## src/hdl/lock_types_pkg.sv

```systemverilog
package lock_types_pkg;

    // Sizing
    parameter int CODE_DIGITS    = 8;
    parameter int USER_SLOTS     = 4;
    parameter int DISPLAY_DIGITS = 6;
    parameter int MAX_ATTEMPTS   = 5;   // Failures before the keypad is blocked

    // Keypad and display digits with a special meaning
    typedef enum logic [3:0] {
        DIGIT_ERR     = 4'hA,           // Failure mark on the display
        DIGIT_BLANK   = 4'hB,
        DIGIT_TIMEOUT = 4'hE,           // Keypad gave up waiting for keys
        DIGIT_NONE    = 4'hF            // Unused code position
    } digit_e;

    // Digit 0 is the first key pressed
    typedef logic [CODE_DIGITS-1:0][3:0] code_t;

    typedef logic [DISPLAY_DIGITS-1:0][3:0] display_t;

    typedef enum logic [2:0] {
        INIT,                           // Waits for the door to be shut
        CLOSED,                         // Bolt thrown
        CHECKING,                       // Code compare in progress
        CODE_ERROR,                     // One cycle, counts the failure
        BLOCKED,                        // Keypad locked out
        AJAR,                           // Bolt retracted, door in frame
        OPEN,
        TIMEOUT_BIP                     // One cycle beep
    } door_state_e;

endpackage

```

## src/hdl/lock_regs_pkg.sv

```systemverilog
package lock_regs_pkg;

    import lock_types_pkg::*;

    // Word addresses of the Wishbone register block
    typedef enum logic [2:0] {
        REG_CODE0    = 3'd0,
        REG_CODE1    = 3'd1,
        REG_CODE2    = 3'd2,
        REG_CODE3    = 3'd3,
        REG_BIP_TIME = 3'd4,            // Low 8 bits only
        REG_ID       = 3'd5             // Read only
    } reg_addr_e;

    // Slot holding this value never matches
    parameter code_t EMPTY_CODE = {CODE_DIGITS{DIGIT_NONE}};

    // Open-door beep delay in units of BIP_TICK_CYCLES
    parameter logic [7:0] BIP_TIME_RESET = 8'd5;

    parameter logic [31:0] LOCK_ID = 32'h4C4B_0001;

endpackage

```

## src/hdl/button_debounce.sv

```systemverilog
`timescale 1ns/1ns

module button_debounce #(
    parameter int DEBOUNCE_CYCLES = 100
) (
    input  logic clk,
    input  logic rst,
    input  logic button,
    output logic btn_pulse
);

    localparam int CNT_W = $clog2(DEBOUNCE_CYCLES + 1);

    logic [CNT_W-1:0] hold_cnt;         // Consecutive high cycles, saturates

    always_ff @(posedge clk or posedge rst) begin
        if (rst) begin
            hold_cnt  <= '0;
            btn_pulse <= 1'b0;
        end else if (!button) begin
            // Release re-arms the detector
            hold_cnt  <= '0;
            btn_pulse <= 1'b0;
        end else if (hold_cnt < DEBOUNCE_CYCLES) begin
            hold_cnt  <= hold_cnt + 1'b1;
            btn_pulse <= (hold_cnt == CNT_W'(DEBOUNCE_CYCLES - 1));
        end else begin
            btn_pulse <= 1'b0;          // Still held, no repeat
        end
    end

    a_single_pulse: assert property (
        @(posedge clk) disable iff (rst)
        btn_pulse |=> !btn_pulse
    );

endmodule

```

## src/hdl/code_checker.sv

```systemverilog
`timescale 1ns/1ns

module code_checker (
    input  logic                  clk,
    input  logic                  rst,
    input  logic                  check_start,
    input  lock_types_pkg::code_t check_code,
    input  lock_types_pkg::code_t user_codes [lock_types_pkg::USER_SLOTS],
    output logic                  check_done,
    output logic                  check_match
);

    import lock_types_pkg::*;
    import lock_regs_pkg::*;

    localparam int IDX_W = $clog2(USER_SLOTS);

    logic             busy;
    logic [IDX_W-1:0] slot_idx;         // Slot under comparison
    code_t            code_q;           // Entered code, held during the scan
    logic             hit;
    logic             last_slot;

    assign hit       = (user_codes[slot_idx] == code_q) && (user_codes[slot_idx] != EMPTY_CODE);
    assign last_slot = slot_idx == IDX_W'(USER_SLOTS - 1);

    // Early exit on the first match
    assign check_done  = busy && (hit || last_slot);
    assign check_match = busy && hit;

    always_ff @(posedge clk or posedge rst) begin
        if (rst) begin
            busy     <= 1'b0;
            slot_idx <= '0;
        end else if (check_start) begin
            busy     <= 1'b1;
            slot_idx <= '0;
        end else if (check_done) begin
            busy <= 1'b0;
        end else if (busy) begin
            slot_idx <= slot_idx + 1'b1;
        end
    end

    always_ff @(posedge clk) begin
        if (check_start) begin
            code_q <= check_code;
        end
    end

    // FSM must wait for the result before starting again
    a_no_start_busy: assert property (
        @(posedge clk) disable iff (rst)
        check_start |-> !busy
    );

endmodule

```

## src/hdl/door_fsm.sv

```systemverilog
`timescale 1ns/1ns

module door_fsm #(
    parameter int BLOCK_CYCLES    = 30000,
    parameter int BIP_TICK_CYCLES = 1000
) (
    input  logic                     clk,
    input  logic                     rst,
    input  logic                     door_sensor,
    input  logic                     btn_pulse,
    input  logic                     code_valid,
    input  lock_types_pkg::code_t    code_in,
    input  logic                     check_done,
    input  logic                     check_match,
    input  logic [7:0]               bip_time,
    output logic                     check_start,
    output lock_types_pkg::code_t    check_code,
    output logic                     lock_bolt,
    output logic                     keypad_en,
    output logic                     bip,
    output lock_types_pkg::display_t display
);

    import lock_types_pkg::*;

    localparam int ATT_W  = $clog2(MAX_ATTEMPTS + 1);
    localparam int BLK_W  = $clog2(BLOCK_CYCLES + 1);
    localparam int OPEN_W = 8 + $clog2(BIP_TICK_CYCLES + 1);    // Holds 255 ticks

    door_state_e       state;
    door_state_e       next_state;
    logic [ATT_W-1:0]  attempts;        // Failed codes since the last success
    logic [BLK_W-1:0]  block_cnt;
    logic [OPEN_W-1:0] open_cnt;        // Cycles spent in OPEN, saturates
    logic [OPEN_W-1:0] bip_limit;
    logic              key_timeout;
    logic              key_blank;
    logic              block_done;

    assign key_timeout = code_in[0] == DIGIT_TIMEOUT;
    assign key_blank   = code_in[0] == DIGIT_BLANK;
    assign block_done  = block_cnt == BLK_W'(BLOCK_CYCLES - 1);
    assign bip_limit   = OPEN_W'(bip_time) * OPEN_W'(BIP_TICK_CYCLES);

    // Button wins over a normal code arriving in the same cycle
    assign check_start = (state == CLOSED) && code_valid && !key_timeout && !key_blank
                         && !btn_pulse;
    assign check_code  = code_in;

    always_comb begin
        next_state = state;
        case (state)
            INIT: begin
                if (!door_sensor) next_state = CLOSED;
            end
            CLOSED: begin
                if (code_valid && key_timeout) begin
                    next_state = TIMEOUT_BIP;
                end else if (btn_pulse) begin
                    next_state = AJAR;
                end else if (check_start) begin
                    next_state = CHECKING;
                end
            end
            CHECKING: begin
                if (check_done) next_state = check_match ? AJAR : CODE_ERROR;
            end
            CODE_ERROR: begin
                // Count not yet updated here, so look one ahead
                if (attempts + 1'b1 >= MAX_ATTEMPTS) begin
                    next_state = BLOCKED;
                end else begin
                    next_state = CLOSED;
                end
            end
            BLOCKED: begin
                if (block_done) next_state = CLOSED;
            end
            AJAR: begin
                if (door_sensor) begin
                    next_state = OPEN;
                end else if (btn_pulse) begin
                    next_state = CLOSED;
                end
            end
            OPEN: begin
                if (!door_sensor) next_state = AJAR;
            end
            TIMEOUT_BIP: next_state = CLOSED;
            default:     next_state = INIT;
        endcase
    end

    always_ff @(posedge clk or posedge rst) begin
        if (rst) begin
            state     <= INIT;
            attempts  <= '0;
            block_cnt <= '0;
            open_cnt  <= '0;
        end else begin
            state <= next_state;

            case (state)
                CODE_ERROR: attempts <= attempts + 1'b1;
                CHECKING: begin
                    if (check_done && check_match) attempts <= '0;
                end
                BLOCKED: begin
                    if (block_done) attempts <= '0;     // Fresh start after lockout
                end
                default: ;
            endcase

            block_cnt <= (state == BLOCKED) ? block_cnt + 1'b1 : '0;

            if (state != OPEN) begin
                open_cnt <= '0;
            end else if (open_cnt < bip_limit) begin
                open_cnt <= open_cnt + 1'b1;
            end
        end
    end

    always_comb begin
        lock_bolt = state inside {CLOSED, CHECKING, CODE_ERROR, BLOCKED, TIMEOUT_BIP};
        keypad_en = state inside {CLOSED, CHECKING};
        bip       = (state == TIMEOUT_BIP) || ((state == OPEN) && (open_cnt >= bip_limit));

        // One A per failed attempt, from the left digit
        for (int i = 0; i < DISPLAY_DIGITS; i++) begin
            if ((state == BLOCKED) || (i < attempts)) begin
                display[i] = DIGIT_ERR;
            end else begin
                display[i] = DIGIT_BLANK;
            end
        end
    end

    a_attempts_max: assert property (
        @(posedge clk) disable iff (rst)
        attempts <= ATT_W'(MAX_ATTEMPTS)
    );

    // Checker answers within one scan of all slots
    a_check_answer: assert property (
        @(posedge clk) disable iff (rst)
        check_start |-> ##[1:USER_SLOTS] check_done
    );

endmodule

```

## src/hdl/door_lock_top.sv

```systemverilog
`timescale 1ns/1ns

module door_lock_top #(
    parameter int DEBOUNCE_CYCLES = 100,
    parameter int BLOCK_CYCLES    = 30000,
    parameter int BIP_TICK_CYCLES = 1000
) (
    input  logic                     clk,
    input  logic                     rst,
    input  logic                     door_sensor,       // High when open
    input  logic                     inside_button,
    input  logic                     code_valid,
    input  lock_types_pkg::code_t    code_in,
    input  logic                     wb_cyc,
    input  logic                     wb_stb,
    input  logic                     wb_we,
    input  logic [2:0]               wb_adr,
    input  logic [31:0]              wb_dat_w,
    output logic [31:0]              wb_dat_r,
    output logic                     wb_ack,
    output logic                     lock_bolt,
    output logic                     keypad_en,
    output logic                     bip,
    output lock_types_pkg::display_t display
);

    import lock_types_pkg::*;

    logic       btn_pulse;
    code_t      user_codes [USER_SLOTS];
    logic [7:0] bip_time;
    logic       check_start;
    code_t      check_code;
    logic       check_done;
    logic       check_match;

    button_debounce #(
        .DEBOUNCE_CYCLES(DEBOUNCE_CYCLES)
    ) i_debounce (
        .clk      (clk),
        .rst      (rst),
        .button   (inside_button),
        .btn_pulse(btn_pulse)
    );

    lock_config_regs i_regs (
        .clk       (clk),
        .rst       (rst),
        .wb_cyc    (wb_cyc),
        .wb_stb    (wb_stb),
        .wb_we     (wb_we),
        .wb_adr    (wb_adr),
        .wb_dat_w  (wb_dat_w),
        .wb_dat_r  (wb_dat_r),
        .wb_ack    (wb_ack),
        .user_codes(user_codes),
        .bip_time  (bip_time)
    );

    code_checker i_checker (
        .clk        (clk),
        .rst        (rst),
        .check_start(check_start),
        .check_code (check_code),
        .user_codes (user_codes),
        .check_done (check_done),
        .check_match(check_match)
    );

    door_fsm #(
        .BLOCK_CYCLES   (BLOCK_CYCLES),
        .BIP_TICK_CYCLES(BIP_TICK_CYCLES)
    ) i_fsm (
        .clk        (clk),
        .rst        (rst),
        .door_sensor(door_sensor),
        .btn_pulse  (btn_pulse),
        .code_valid (code_valid),
        .code_in    (code_in),
        .check_done (check_done),
        .check_match(check_match),
        .bip_time   (bip_time),
        .check_start(check_start),
        .check_code (check_code),
        .lock_bolt  (lock_bolt),
        .keypad_en  (keypad_en),
        .bip        (bip),
        .display    (display)
    );

endmodule

```

## src/hdl/lock_config_regs.sv

```systemverilog
`timescale 1ns/1ns

module lock_config_regs (
    input  logic                  clk,
    input  logic                  rst,
    input  logic                  wb_cyc,
    input  logic                  wb_stb,
    input  logic                  wb_we,
    input  logic [2:0]            wb_adr,
    input  logic [31:0]           wb_dat_w,
    output logic [31:0]           wb_dat_r,
    output logic                  wb_ack,
    output lock_types_pkg::code_t user_codes [lock_types_pkg::USER_SLOTS],
    output logic [7:0]            bip_time
);

    import lock_types_pkg::*;
    import lock_regs_pkg::*;

    reg_addr_e addr;
    logic      req;                     // New cycle, not yet acknowledged

    assign addr = reg_addr_e'(wb_adr);
    assign req  = wb_cyc && wb_stb && !wb_ack;

    // Ack for one cycle, writes land on the same edge
    always_ff @(posedge clk or posedge rst) begin
        if (rst) begin
            wb_ack   <= 1'b0;
            bip_time <= BIP_TIME_RESET;
            for (int i = 0; i < USER_SLOTS; i++) begin
                user_codes[i] <= EMPTY_CODE;
            end
        end else begin
            wb_ack <= req;
            if (req && wb_we) begin
                case (addr)
                    REG_CODE0, REG_CODE1, REG_CODE2, REG_CODE3: begin
                        user_codes[wb_adr[1:0]] <= wb_dat_w;
                    end
                    REG_BIP_TIME: bip_time <= wb_dat_w[7:0];
                    default: ;          // ID and holes ignore writes
                endcase
            end
        end
    end

    // Read data sits in the register while ack is high
    always_ff @(posedge clk) begin
        if (req && !wb_we) begin
            case (addr)
                REG_CODE0, REG_CODE1, REG_CODE2, REG_CODE3: begin
                    wb_dat_r <= user_codes[wb_adr[1:0]];
                end
                REG_BIP_TIME: wb_dat_r <= {24'd0, bip_time};
                REG_ID:       wb_dat_r <= LOCK_ID;
                default:      wb_dat_r <= '0;
            endcase
        end
    end

    a_ack_one_cycle: assert property (
        @(posedge clk) disable iff (rst)
        wb_ack |=> !wb_ack
    );

endmodule

```

## config.mk

```make
export PLATFORM = sky130hd
export DESIGN_NAME = door_lock_top
export DESIGN_NICKNAME = d
export VERILOG_FILES = /design/src/hdl/lock_types_pkg.sv /design/src/hdl/lock_regs_pkg.sv /design/src/hdl/button_debounce.sv /design/src/hdl/code_checker.sv /design/src/hdl/door_fsm.sv /design/src/hdl/door_lock_top.sv /design/src/hdl/lock_config_regs.sv
export SDC_FILE = /design/constraint.sdc
export NUM_CORES = 1
export LEC_CHECK = 0
export ABC_AREA = 1
export BUFFER_PORTS_ARGS = -buffer_cell sky130_fd_sc_hd__buf_2
export CORE_ASPECT_RATIO = 0.5
export CORE_UTILIZATION = 60
export DETAILED_ROUTE_END_ITERATION = 10
export PLACE_DENSITY_LB_ADDON = 0.12
export SYNTH_ARGS = -nofsm -noshare
export SYNTH_HDL_FRONTEND = slang
export SYNTH_SLANG_ARGS = --single-unit
```

## constraint.sdc

```tcl
create_clock -name clk -period 6.5 [get_ports clk]
set_input_delay 0 -clock clk [delete_from_list [all_inputs] [get_ports clk]]
set_output_delay 0 -clock clk [all_outputs]
set_load 0.1 [all_outputs]
```

* Yosys cells after proc, flatten, opt, wreduce, memory -nomap -nowiden *
Index checks and enable logic that the tools add are counted.

operators by class
  add/sub/neg operators = 6
  $mul = 1
  $lt $le $gt $ge = 13
  eq/ne operators = 29
  mux-type cells = 43
  bitwise operators = 2
  reduce and logical (&&, ||, !) cells = 42

operator list
  operator               number
  $mux 32                5
  $bmux 32 s2            2
  $bwmux 128             1
  $pmux 32 s3            1
  $demux 32 s2           1
  $mux 3                 13
  $mux 18                2
  $eq 32x32->1           1
  $ge 32x3->1 const B    1
  $ne 32x32->1 const B   1
  $pmux 3 s8             1
  $add 18x1->18 const B  1
  $eq 3x3->1 const B     6
  $ge 18x18->1           1
  $lt 18x18->1           1
  $add 15x1->15 const B  1
  $eq 15x15->1 const B   1
  $logic_and 1x1->1      15
  $mul 8x7->15 const B   1
  $mux 15                1
  $mux 7                 2
  $eq 3x2->1 const B     4
  $mux 1                 10
  $pmux 3 s3             1
  other kinds (30)       62

word-level totals
  bits in registers = 251
  input port bits = 75
  output and inout bits = 60

* Longest topological paths before layout *
Gate-level depths: netlist of the first run.

  depth in word-level cells = 11
  gate-level depth with buffers = 25

* Modules after synthesis *
A second synthesis of the first run with hierarchy kept.

unflattened totals
  cells, all modules = 2,158
  area, all modules = 16,041.6 um^2

modules (own cells, without submodules)
  module            instances  cells an instance  area each (um^2)  seq. area each (um^2)
  lock_config_regs  1          988                8,000.2           4,551.9
  door_fsm          1          647                4,717.0           975.9
  code_checker      1          470                2,901.5           1,036.0
  button_debounce   1          53                 422.9             200.2

* Worst setup path after synthesis of the first run *
No wires, ideal clock.

  path kind = reg-to-output
  from = register i_regs.bip_time[2]
  to = output bip
  arrival = 5.792 ns
  data required time = 6.500 ns
  setup slack = 0.708 ns
  stages on the path, launching flop included = 25
  cell sequence = dfstp_2 fa_1 xor2_1 ha_1 fa_1 inv_1 fa_1 inv_1 ha_1 inv_1 nor3_1 a21oi_1 o21ai_0 a21oi_1 nor2_1 nor2_1 xnor2_1 ha_1 nand4_1 nor2_1 nand2_1 nand2_1 clkbuf_1 nand2_1 o211ai_1

on the way
  cells in the longest elaborated chain, start to end = 4

ends and longest elaborated chain
  element                 line                    source
  start, declared         lock_config_regs.sv:14  output logic [7:0] bip_time
  start signal, assigned  lock_config_regs.sv:41  REG_BIP_TIME: bip_time <= wb_dat_w[7:0];
  $mul 8x7->15            door_fsm.sv:43          assign bip_limit = OPEN_W'(bip_time) * OPEN_W'(BIP_TICK_CYCLES);
  $ge 18x18->1            door_fsm.sv:127         bip = (state == TIMEOUT_BIP) || ((state == OPEN) && (open_cnt >= bip_limit));
  $logic_and 1x1->1       door_fsm.sv:127
  $logic_or 1x1->1        door_fsm.sv:127
  end, declared           door_lock_top.sv:23     output logic bip,

Every way passes these cells.

* Worst setup path in the final report of the first run *
Ends and elaborated chain as after synthesis.

==> impl_metrics.env, run 1 <==
export IMPL_whs_ns=0.0914
export IMPL_io_buffers=116
export IMPL_worst_skew_pair_late_latency_ns=0.53
export IMPL_drive_above_1_share_pct=17.4
export IMPL_final_cell_count_no_fill=2118
export IMPL_grt_pass1_vias=11482
export IMPL_routed_via_density=5.72
export IMPL_pre_cts_ws_ns=0.500
export IMPL_outcome="finished clean"
export IMPL_critPathCaptureType="output port"
export IMPL_numCtsBuffers=23
export IMPL_crit_required_ns=6.50
export IMPL_drt_drc_violations_left=0
export IMPL_synth_seq_area_share_pct=48.2
export IMPL_fmax_mhz=166
export IMPL_synth_cells=1640
export IMPL_final_cell_mix="477 x nand2_1, 173 x o21ai_0, 136 x inv_1"
export IMPL_grt_antenna_before_repair=1
export IMPL_overflow=0
export IMPL_async_flop_share_pct=74.5
export IMPL_power_density_mw_per_mm2=389
export IMPL_finalWeightedCongestion=0.913
export IMPL_grt_use_total_pct=31.0
export IMPL_syn_avg_cell_area_um2=8.55
export IMPL_critPathMaxFanout=14
export IMPL_fin_crit_sh_pct=92.5
export IMPL_initial_core_util_pct=61.3
export IMPL_io_pins=135
export IMPL_path_clk_slew_ns=0.07
export IMPL_ys_types=42
export IMPL_period_needed_ns=6.01
export IMPL_worstHoldPathType="input port to flip-flop"
export IMPL_wirelength_mm=36.4
export IMPL_synthToLayoutAreaGrowth_pct=15.7
export IMPL_power_leakage_nw=7.10
export IMPL_ir_drop_uv=368
export IMPL_htree_num_levels=1
export IMPL_die_height_um=110
export IMPL_cts_sinks=251
export IMPL_max_cap_violations=0
export IMPL_die_area_mm2=0.0240
export IMPL_hold_violations=0
export IMPL_drt_iter0_drc=1291
export IMPL_crit_arrival_ns=6.01
export IMPL_cts_tree="yes"
export IMPL_synth_edf_count=64
export IMPL_finalSetupViolCount=0
export IMPL_drt_pass1_iterations=5
export IMPL_ant_nets=0
export IMPL_netlist_area_mm2=0.0140
export IMPL_tns_ns=0
export IMPL_synth_ff_type="dfstp_2"
export IMPL_worst_slack_ns=0.490
export IMPL_grt_max_degree=100
export IMPL_grt_pass1_wl_mm=58.2
export IMPL_worstSetupStartpointType="flip-flop"
export IMPL_slew_violations=0
export IMPL_worst_pin_slew_ns=1.19
export IMPL_wl_met3_mm=2.80
export IMPL_maxUsedRoutingLayer="met4"
export IMPL_dp_cells=2005
export IMPL_skew_ns=0.0214
export IMPL_final_common_cell="nand2_1"
export IMPL_wire_per_inst_um=17.2
export IMPL_synth_warning_count=0
export IMPL_die_x_um=218
export IMPL_postCtsSetupRepairBufs=0
export IMPL_met2WireLength_mm=17.4
export IMPL_coreArea_mm2=0.0229
export IMPL_synth_ff_latch_count=251
export IMPL_maxSlewHeadroom_pct=20.6
export IMPL_drt_met1_wl_mm=15.4
export IMPL_nets=1949
export IMPL_dp_hpwl_mm=23.4
export IMPL_rsz0062_at_grt="false"
export IMPL_clockRootBuffer="clkbuf_16"
export IMPL_rows=39
export IMPL_via_count=12107
export IMPL_worstSetupPathType="flip-flop to output port"
export IMPL_clockBufferDepth=3
power breakdown:
part,switching [mW],total [mW],internal (mW)
sequential,0.232,2.20,1.97
clock,0.606,1.44,0.836
combinational,1.82,2.67,0.849
total,2.66,6.31,3.66
cells by family (layout without fill, tap and decap cells):
group / after synthesis / after routing / share of synthesized area [%]
AND/OR/NAND/NOR: 727 / 727 / 21.5
AO/OA/AOI/OAI: 320 / 320 / 12.8
flip-flops: 251 / 251 / 48.2
buffers and inverters: 228 / 382 / 7.12
adder cells (fa/ha/maj): 81 / 81 / 8.35
XOR/XNOR: 31 / 31 / 1.94
other: 2 / 19 / 0.0535
synthesized netlist by cell type, types with 2 or more instances:
cell type	instances	area share [%]
nand4_1	14	0.62
nor4_1	9	0.40
nor2_1	85	2.3
a21oi_1	66	2.4
xnor2_1	4	0.25
a221oi_1	4	0.25
buf_2	9	0.32
buf_4	25	1.3
a41oi_1	5	0.31
conb_1	2	0.054
xor2_1	27	1.7
dfrtp_1	57	10
dfstp_2	130	24
o211ai_1	3	0.16
nand3_1	94	3.4
clkbuf_1	44	1.2
clkinv_1	2	0.054
a22oi_1	48	2.6
fa_1	21	3.0
a22o_1	4	0.25
ha_1	60	5.4
edfxtp_1	64	14
o21ai_1	5	0.18
nand2_1	478	13
buf_6	5	0.40
nor3_1	25	0.89
inv_1	137	3.7
nor2_2	2	0.089
a211oi_1	2	0.11
buf_1	3	0.080
o21ai_0	174	6.2
nand3b_1	16	0.86
a31oi_1	5	0.22
inv_2	3	0.080
metrics by stage:
stage                     power [mW]  area (um2)  utilization, %
after floorplan                 4.24       14100               -
after global placement          4.70       14700            64.3
after detailed placement        4.81       14700            64.3
after CTS                       6.29       16200            70.9
after global routing            6.74       16200            71.0
final                           6.31       16200            71.0
critical path, stage by stage, from the launching register on:
cell and delay (ns):
dfstp_2 0.62, fa_1 0.51, xor2_1 0.18, ha_1 0.19
a21oi_1 0.18, fa_1 0.49, fa_1 0.53, inv_1 0.05
ha_1 0.31, a21oi_1 0.21, o21ai_0 0.14, a21oi_2 0.16
o21ai_1 0.11, a21oi_1 0.14, nor2_1 0.05, nor2_1 0.11
xnor2_1 0.08, ha_1 0.32, nand4_1 0.12, nor2_1 0.16
nand2_1 0.10, nand2_4 0.16, nand2_1 0.14, o211ai_1 0.16
buf_6 0.26
routing by layer:
layer / track usage (%) / vias up
li1: - / 5736
met1: 41.8 / 5803
met2: 52.9 / 508
met3: 4.75 / 60
met4: 7.89 / 0
met5: 0 / -
registers in the layout, summed over array words and instances (netlist names):
register / flops
i_fsm.block_cnt: 15
i_regs.bip_time: 8
i_debounce.hold_cnt: 7
i_checker.code_q: 32
i_fsm.state: 3
i_debounce.btn_pulse: 1
i_fsm.attempts: 3
i_fsm.open_cnt: 18
i_regs.user_codes: 128
i_regs.wb_dat_r: 32
i_checker.busy: 1
i_regs.wb_ack: 1
i_checker.slot_idx: 2
repair_timing:
item | CTS | global route
hold endpoints to repair | 237 | 0
endpoints found under the setup margin | 0 | 4
hold buffers | 70 | 0
resized for setup | 0 | 7
final cells by class:
class	instances	area (um2)
inverters	142	538
clock buffers	35	712
repair buffers	198	1380
multi-input cells	1177	6370
diodes	1	2.50
clock inverters	7	87.6
fillers	1766	6650
well taps	307	384
flip-flops and latches	251	6770
path summary, 6_finish.rpt:
check                                    from                      to  slack (ns)  cells past startpoint
setup / recovery           i_regs.bip_time[2]                     bip        0.49                     24
hold / removal                          wb_we   i_regs.user_codes[42]        0.09                      4
setup reg to reg           i_regs.bip_time[2]      i_fsm.open_cnt[16]        0.62                     25
hold reg to reg             i_fsm.open_cnt[2]       i_fsm.open_cnt[2]        0.48                      1
max in group asynchronous                 rst   i_regs.user_codes[15]        4.76                      4
min in group asynchronous                 rst  i_debounce.hold_cnt[3]        0.23                      3
No activity file was read; power rests on OpenSTA's default activity.
==> run 2, diff against run 1 <==
==> constraint.sdc (replaced) <==
create_clock -name clk -period 6.5 [get_ports clk]
set_input_delay 1.625 -clock clk [delete_from_list [all_inputs] [get_ports clk]]
set_output_delay 1.625 -clock clk [all_outputs]
set_load 0.1 [all_outputs]
==> impl_metrics.env, run 2 (synthesis gave the netlist of run 1 again) <==
export IMPL_initial_core_util_pct=61.3
export IMPL_worst_skew_pair_late_latency_ns=0.54
export IMPL_clockRootBuffer="clkbuf_16"
export IMPL_wirelength_mm=36.2
export IMPL_drt_drc_violations_left=0
export IMPL_fillCellCount=1800
export IMPL_coreArea_mm2=0.0229
export IMPL_grt_pass1_wl_mm=58.0
export IMPL_outcome="finished, violations left"
export IMPL_worst_pin_slew_ns=1.27
export IMPL_period_needed_ns=7.24
export IMPL_grt_use_total_pct=30.8
export IMPL_internal_power_mw=3.79
export IMPL_finalPower_mw=6.58
export IMPL_drt_pass1_iterations=5
export IMPL_rows=39
export IMPL_skew_ns=0.0217
export IMPL_synthToLayoutAreaGrowth_pct=13.1
export IMPL_crit_path_frequent_cell="fa_1"
export IMPL_wire_per_inst_um=17.4
export IMPL_drt_iter0_drc=1250
export IMPL_antenna_cells=0
export IMPL_worstSetupPathType="flip-flop to output port"
export IMPL_cts_sinks=251
export IMPL_combPwrFrac_pct=45.6
export IMPL_dp_hpwl_mm=23.9
export IMPL_regMostFlops="i_regs.user_codes"
export IMPL_path_clk_slew_ns=0.07
export IMPL_routed_via_density=5.77
export IMPL_worstHoldPathType="flip-flop to flip-flop"
export IMPL_cts_tree="yes"
export IMPL_power_switching_mw=2.78
export IMPL_via_count=12014
export IMPL_clockBufferDepth=3
export IMPL_final_common_cell="nand2_1"
export IMPL_slew_violations=0
export IMPL_die_x_um=218
export IMPL_power_leakage_nw=6.99
export IMPL_worstSetupStartpointType="flip-flop"
export IMPL_grt_antenna_before_repair=0
export IMPL_finalWeightedCongestion=0.835
export IMPL_fmax_mhz=138
export IMPL_swShare_pct=42.3
export IMPL_io_buffers=116
export IMPL_largest_register_ff_count=128
export IMPL_die_height_um=110
export IMPL_numCtsBuffers=23
export IMPL_die_area_mm2=0.0240
export IMPL_tns_ns=-0.738
export IMPL_hold_violations=0
export IMPL_ant_nets=0
export IMPL_crit_arrival_ns=5.61
export IMPL_grt_max_degree=77
export IMPL_crit_slowest_cell="dfstp_2"
export IMPL_overflow=0
export IMPL_power_density_mw_per_mm2=415
export IMPL_postCtsHoldBufs=0
export IMPL_pwr_share_clk_pct=21.6
export IMPL_critPathMaxFanout=5
export IMPL_rsz0062_at_grt="true"
export IMPL_worst_slack_ns=-0.738
export IMPL_cp_slowest_stage_delay_ns=0.59
export IMPL_pwr_share_seq_pct=32.8
export IMPL_ir_drop_uv=316
export IMPL_fin_crit_sh_pct=111
export IMPL_violations="setup timing"
export IMPL_crit_required_ns=4.88
export IMPL_final_cell_mix="476 x nand2_1, 170 x o21ai_0, 133 x inv_1"
export IMPL_cp_cell_sequence="fa_1, xor2_1, ha_2, fa_1, inv_1, fa_1, inv_2, ha_4, buf_4, a21oi_2, o21ai_2, nand2_1, o211ai_1, a21o_1, a21oi_2, xor2_1, ha_1, nand4_1, a21oi_1, nor2_1, nand2_2, nand2_4, o211ai_1, clkbuf_16"
export IMPL_reg_top3="i_regs.user_codes x128, i_checker.code_q x32, i_regs.wb_dat_r x32"
export IMPL_critPathCaptureType="output port"
export IMPL_maxSlewHeadroom_pct=15.5
export IMPL_finalSetupViolCount=1
export IMPL_max_cap_violations=0
export IMPL_nets=1915
export IMPL_drive_above_1_share_pct=20.8
export IMPL_io_pins=135
export IMPL_grt_pass1_vias=11672
export IMPL_htree_num_levels=1
export IMPL_final_util_pct=69.3
run 2: cell count changes in the layout (fill, tap and decap cells not counted), sizes merged:
cell,previous run,this run
dlygate4sd3,70,0
buf,128,163
clkbuf,35,31
clkinv,6,9
clkinvlp,0,1
diode,1,0
inv,141,142
run 2: repair_timing:
action,4_1_cts,5_1_grt
pin swaps,15,5
endpoints found under the setup margin,1,1
setup buffers,5,1
gates resized for setup,7,8
endpoints found under the hold margin,0,0
run 2: cell type report:
class,instances,area (um2),share of cell area [%]
inverter,142,538,3.39
timing repair buffer,164,961,6.06
clock buffer,30,653,4.12
tap,307,384,2.42
multi-input combinational,1177,6440,40.6
sequential,251,6770,42.6
clock inverter,12,126,0.796
run 2: critical path: cells and delay by family, from the launching register on:
| kind | cells | cell delay [ns] |
|---|---|---|
| adders and majority gates | 6 | 2.21 |
| AOI/OAI and AO/OA | 7 | 0.90 |
| DFF | 1 | 0.59 |
| and+or+nand+nor | 5 | 0.56 |
| buffers and inverters | 4 | 0.48 |
| xor gates and xnor gates | 2 | 0.37 |
run 2: worst paths after layout:
check	from	endpoint	slack (ns)	depth (start not counted)
max	i_regs.bip_time[2]	bip	-0.74	24
min	i_fsm.block_cnt[0]	i_fsm.block_cnt[0]	0.47	1
max reg2reg	i_regs.bip_time[2]	i_fsm.open_cnt[16]	0.77	26
min reg2reg	i_fsm.block_cnt[0]	i_fsm.block_cnt[0]	0.47	1
max in group asynchronous	rst	i_regs.bip_time[1]	4.06	3
min in group asynchronous	rst	i_fsm.attempts[0]	1.19	2
run 2: power groups by stage:
stage / combinational (mW) / clock [mW] / sequential (mW)
detailed placement: 2.87 / 0 / 2.17
CTS: 2.94 / 1.44 / 2.15
global placement: 2.75 / 0 / 2.16
finish: 3.00 / 1.42 / 2.16
floorplan: 2.12 / 0 / 2.17
global route: 3.34 / 1.50 / 2.18
run 2: stage by stage:
stage,hold slack (ns),cells,instance area (um2),setup slack (ns)
2_1_floorplan,0.433,1656,14100,-0.532
3_3_place_gp,0.449,2035,15000,-0.180
3_5_place_dp,0.465,2035,15000,-0.191
4_1_cts,0.474,2082,15800,-0.673
5_1_grt,0.492,2083,15900,-1.06
6_report,0.470,2083,15900,-0.738
run 2: layer usage:
layer | part of all wire, % | up-vias | global-route usage (%)
met5 | 0 | - | 0
met4 | 3.3 | 0 | 11.3
met3 | 7.3 | 90 | 5.68
met2 | 47 | 503 | 51.8
met1 | 42 | 5752 | 40.3
li1 | - | 5669 | -
==> run 3, diff against run 2 <==
- CTS_CLUSTER_SIZE: unset -> 12
- SKIP_LAST_GASP: unset -> 1
==> impl_metrics.env, run 3 (synthesis gave the netlist of run 1 again) <==
export IMPL_final_common_cell="nand2_1"
export IMPL_largest_register_ff_count=128
export IMPL_routed_via_density=5.76
export IMPL_drive_above_1_share_pct=20.3
export IMPL_period_needed_ns=7.23
export IMPL_grt_pass1_vias=11732
export IMPL_outcome="finished, violations left"
export IMPL_path_clk_slew_ns=0.06
export IMPL_clockBufferDepth=3
export IMPL_tns_ns=-0.730
export IMPL_power_leakage_nw=6.97
export IMPL_reg_top3="i_regs.user_codes x128, i_checker.code_q x32, i_regs.wb_dat_r x32"
export IMPL_numCtsBuffers=25
export IMPL_r2r_slack_ns=0.80
export IMPL_max_cap_violations=0
export IMPL_finalSetupViolCount=1
export IMPL_critPathMaxFanout=5
export IMPL_r2r_start="i_regs.bip_time[2]"
export IMPL_overflow=0
export IMPL_worstHoldEndpoint="i_fsm.block_cnt[0]"
export IMPL_worst_slack_ns=-0.730
export IMPL_rows=39
export IMPL_fin_crit_sh_pct=111
export IMPL_r2r_end="i_fsm.open_cnt[16]"
export IMPL_wirelength_mm=36.1
export IMPL_final_cell_area_mm2=0.0158
export IMPL_synthToLayoutAreaGrowth_pct=12.8
export IMPL_grt_antenna_before_repair=0
export IMPL_drt_iter0_drc=1246
export IMPL_grt_pass1_wl_mm=58.0
export IMPL_grt_use_total_pct=30.8
export IMPL_die_area_mm2=0.0240
export IMPL_worst_pin_slew_ns=1.27
export IMPL_antenna_cells=0
export IMPL_htree_num_levels=1
export IMPL_hold_violations=0
export IMPL_crit_required_ns=4.88
export IMPL_via_count=12023
export IMPL_io_buffers=116
export IMPL_maxSlewHeadroom_pct=15.0
export IMPL_final_cell_mix="476 x nand2_1, 171 x o21ai_0, 133 x inv_1"
export IMPL_finalPower_mw=6.51
export IMPL_hold_path_cell_count=1
export IMPL_drt_pass1_iterations=6
export IMPL_multi_input_area_mm2=0.00644
export IMPL_whs_ns=0.470
export IMPL_critPathCaptureType="output port"
export IMPL_slew_violations=0
export IMPL_worstSetupStartpointType="flip-flop"
export IMPL_power_density_mw_per_mm2=412
export IMPL_dp_hpwl_mm=23.9
export IMPL_rr_worst_depth=26
export IMPL_io_pins=135
export IMPL_clockRootBuffer="clkbuf_16"
export IMPL_violations="setup timing"
export IMPL_wire_per_inst_um=17.3
export IMPL_placedInstanceArea_mm2=0.0150
export IMPL_die_x_um=218
export IMPL_initial_core_util_pct=61.3
export IMPL_worstSetupPathType="flip-flop to output port"
export IMPL_ff_latch_area_mm2=0.00677
export IMPL_rsz0062_at_grt="true"
export IMPL_die_height_um=110
export IMPL_skew_ns=0.0391
export IMPL_cts_tree="yes"
export IMPL_worstHoldPathType="flip-flop to flip-flop"
export IMPL_min_from="i_fsm.block_cnt[0]"
export IMPL_pre_cts_ws_ns=-0.191
export IMPL_fmax_mhz=138
export IMPL_cts_sinks=251
export IMPL_ant_nets=0
export IMPL_nets=1917
export IMPL_finalWeightedCongestion=0.835
export IMPL_coreArea_mm2=0.0229
export IMPL_regMostFlops="i_regs.user_codes"
export IMPL_ir_drop_uv=312
export IMPL_crit_arrival_ns=5.60
export IMPL_grt_max_degree=77
export IMPL_fillCellCount=1807
export IMPL_worst_skew_pair_late_latency_ns=0.57
export IMPL_drt_drc_violations_left=0
## run 3: changes by cell type in the layout (fill, tap and decap cells not counted)
cell,before,now
clkbuf_1,3,15
bufinv_16,2,0
clkinv_2,4,2
clkinv_4,2,0
inv_6,3,1
clkbuf_16,25,26
clkbuf_8,3,2
clkinv_1,3,2
clkinvlp_4,1,0
inv_16,0,1
o21ai_0,170,171
o21ai_1,7,6
## run 3: report_power, final
part	internal, mW	switching [mW]	leakage [nW]	total (mW)
logic	1.03	1.97	3.89	3.00
registers	1.97	0.183	2.72	2.16
clock network	0.745	0.619	0.358	1.36
total	3.74	2.77	6.97	6.51
## run 3: how the worst max path moves through the flow
stage	from	slack (ns)	cells after the start	to
4_1_cts	i_regs.bip_time[2]	-0.68	26	bip
3_5_place_dp	i_regs.bip_time[2]	-0.19	23	bip
2_1_floorplan	i_regs.bip_time[0]	-0.53	24	bip
6_report	i_regs.bip_time[2]	-0.73	24	bip
5_1_grt	i_regs.bip_time[2]	-1.04	23	bip
3_3_place_gp	i_regs.bip_time[2]	-0.18	23	bip
## run 3: what timing repair did
item                       CTS  global route
setup endpoints to repair    1             1
pin swaps                   14             5
gates resized for setup      6             8
setup buffers                5             1
hold buffers                 0             0
## run 3: routing by layer
metal | part of all wire (%) | vias to the layer above | routed length (um) | track usage (%)
li1 | - | 5675 | - | -
met1 | 42 | 5782 | 15300 | 40.5
met2 | 47 | 474 | 17100 | 51.5
met3 | 7.1 | 92 | 2580 | 5.10
met4 | 3.2 | 0 | 1170 | 12.2
met5 | 0 | - | 0 | 0
## run 3: layout make-up
class	instances	area share (%)
Sequential cell	251	42.8
Multi-Input combinational cell	1177	40.7
Timing Repair Buffer	164	6.07
Clock buffer	42	4.48
Inverter	142	3.40
Tap cell	307	2.43
Clock inverter	3	0.190
## run 3: critical path, cell delays in order (launching register included)
cell and delay (ns):
dfstp_2 0.59, fa_1 0.46, xor2_1 0.19, ha_2 0.30, fa_1 0.48, inv_1 0.05, fa_1 0.49, inv_2 0.05
ha_4 0.21, buf_4 0.14, a21oi_2 0.15, o21ai_2 0.09, nand2_1 0.09, o211ai_1 0.11, a21o_1 0.19, a21oi_2 0.15
xor2_1 0.17, ha_1 0.26, nand4_1 0.14, a21oi_1 0.06, nor2_1 0.16, nand2_2 0.10, nand2_4 0.07, o211ai_1 0.15
clkbuf_16 0.24
## run 3: through the flow
step,util (%),cells
floorplan,-,1656
global placement,65.5,2035
detailed placement,65.5,2035
CTS,69.0,2085
global route,69.2,2086
finish,69.2,2086
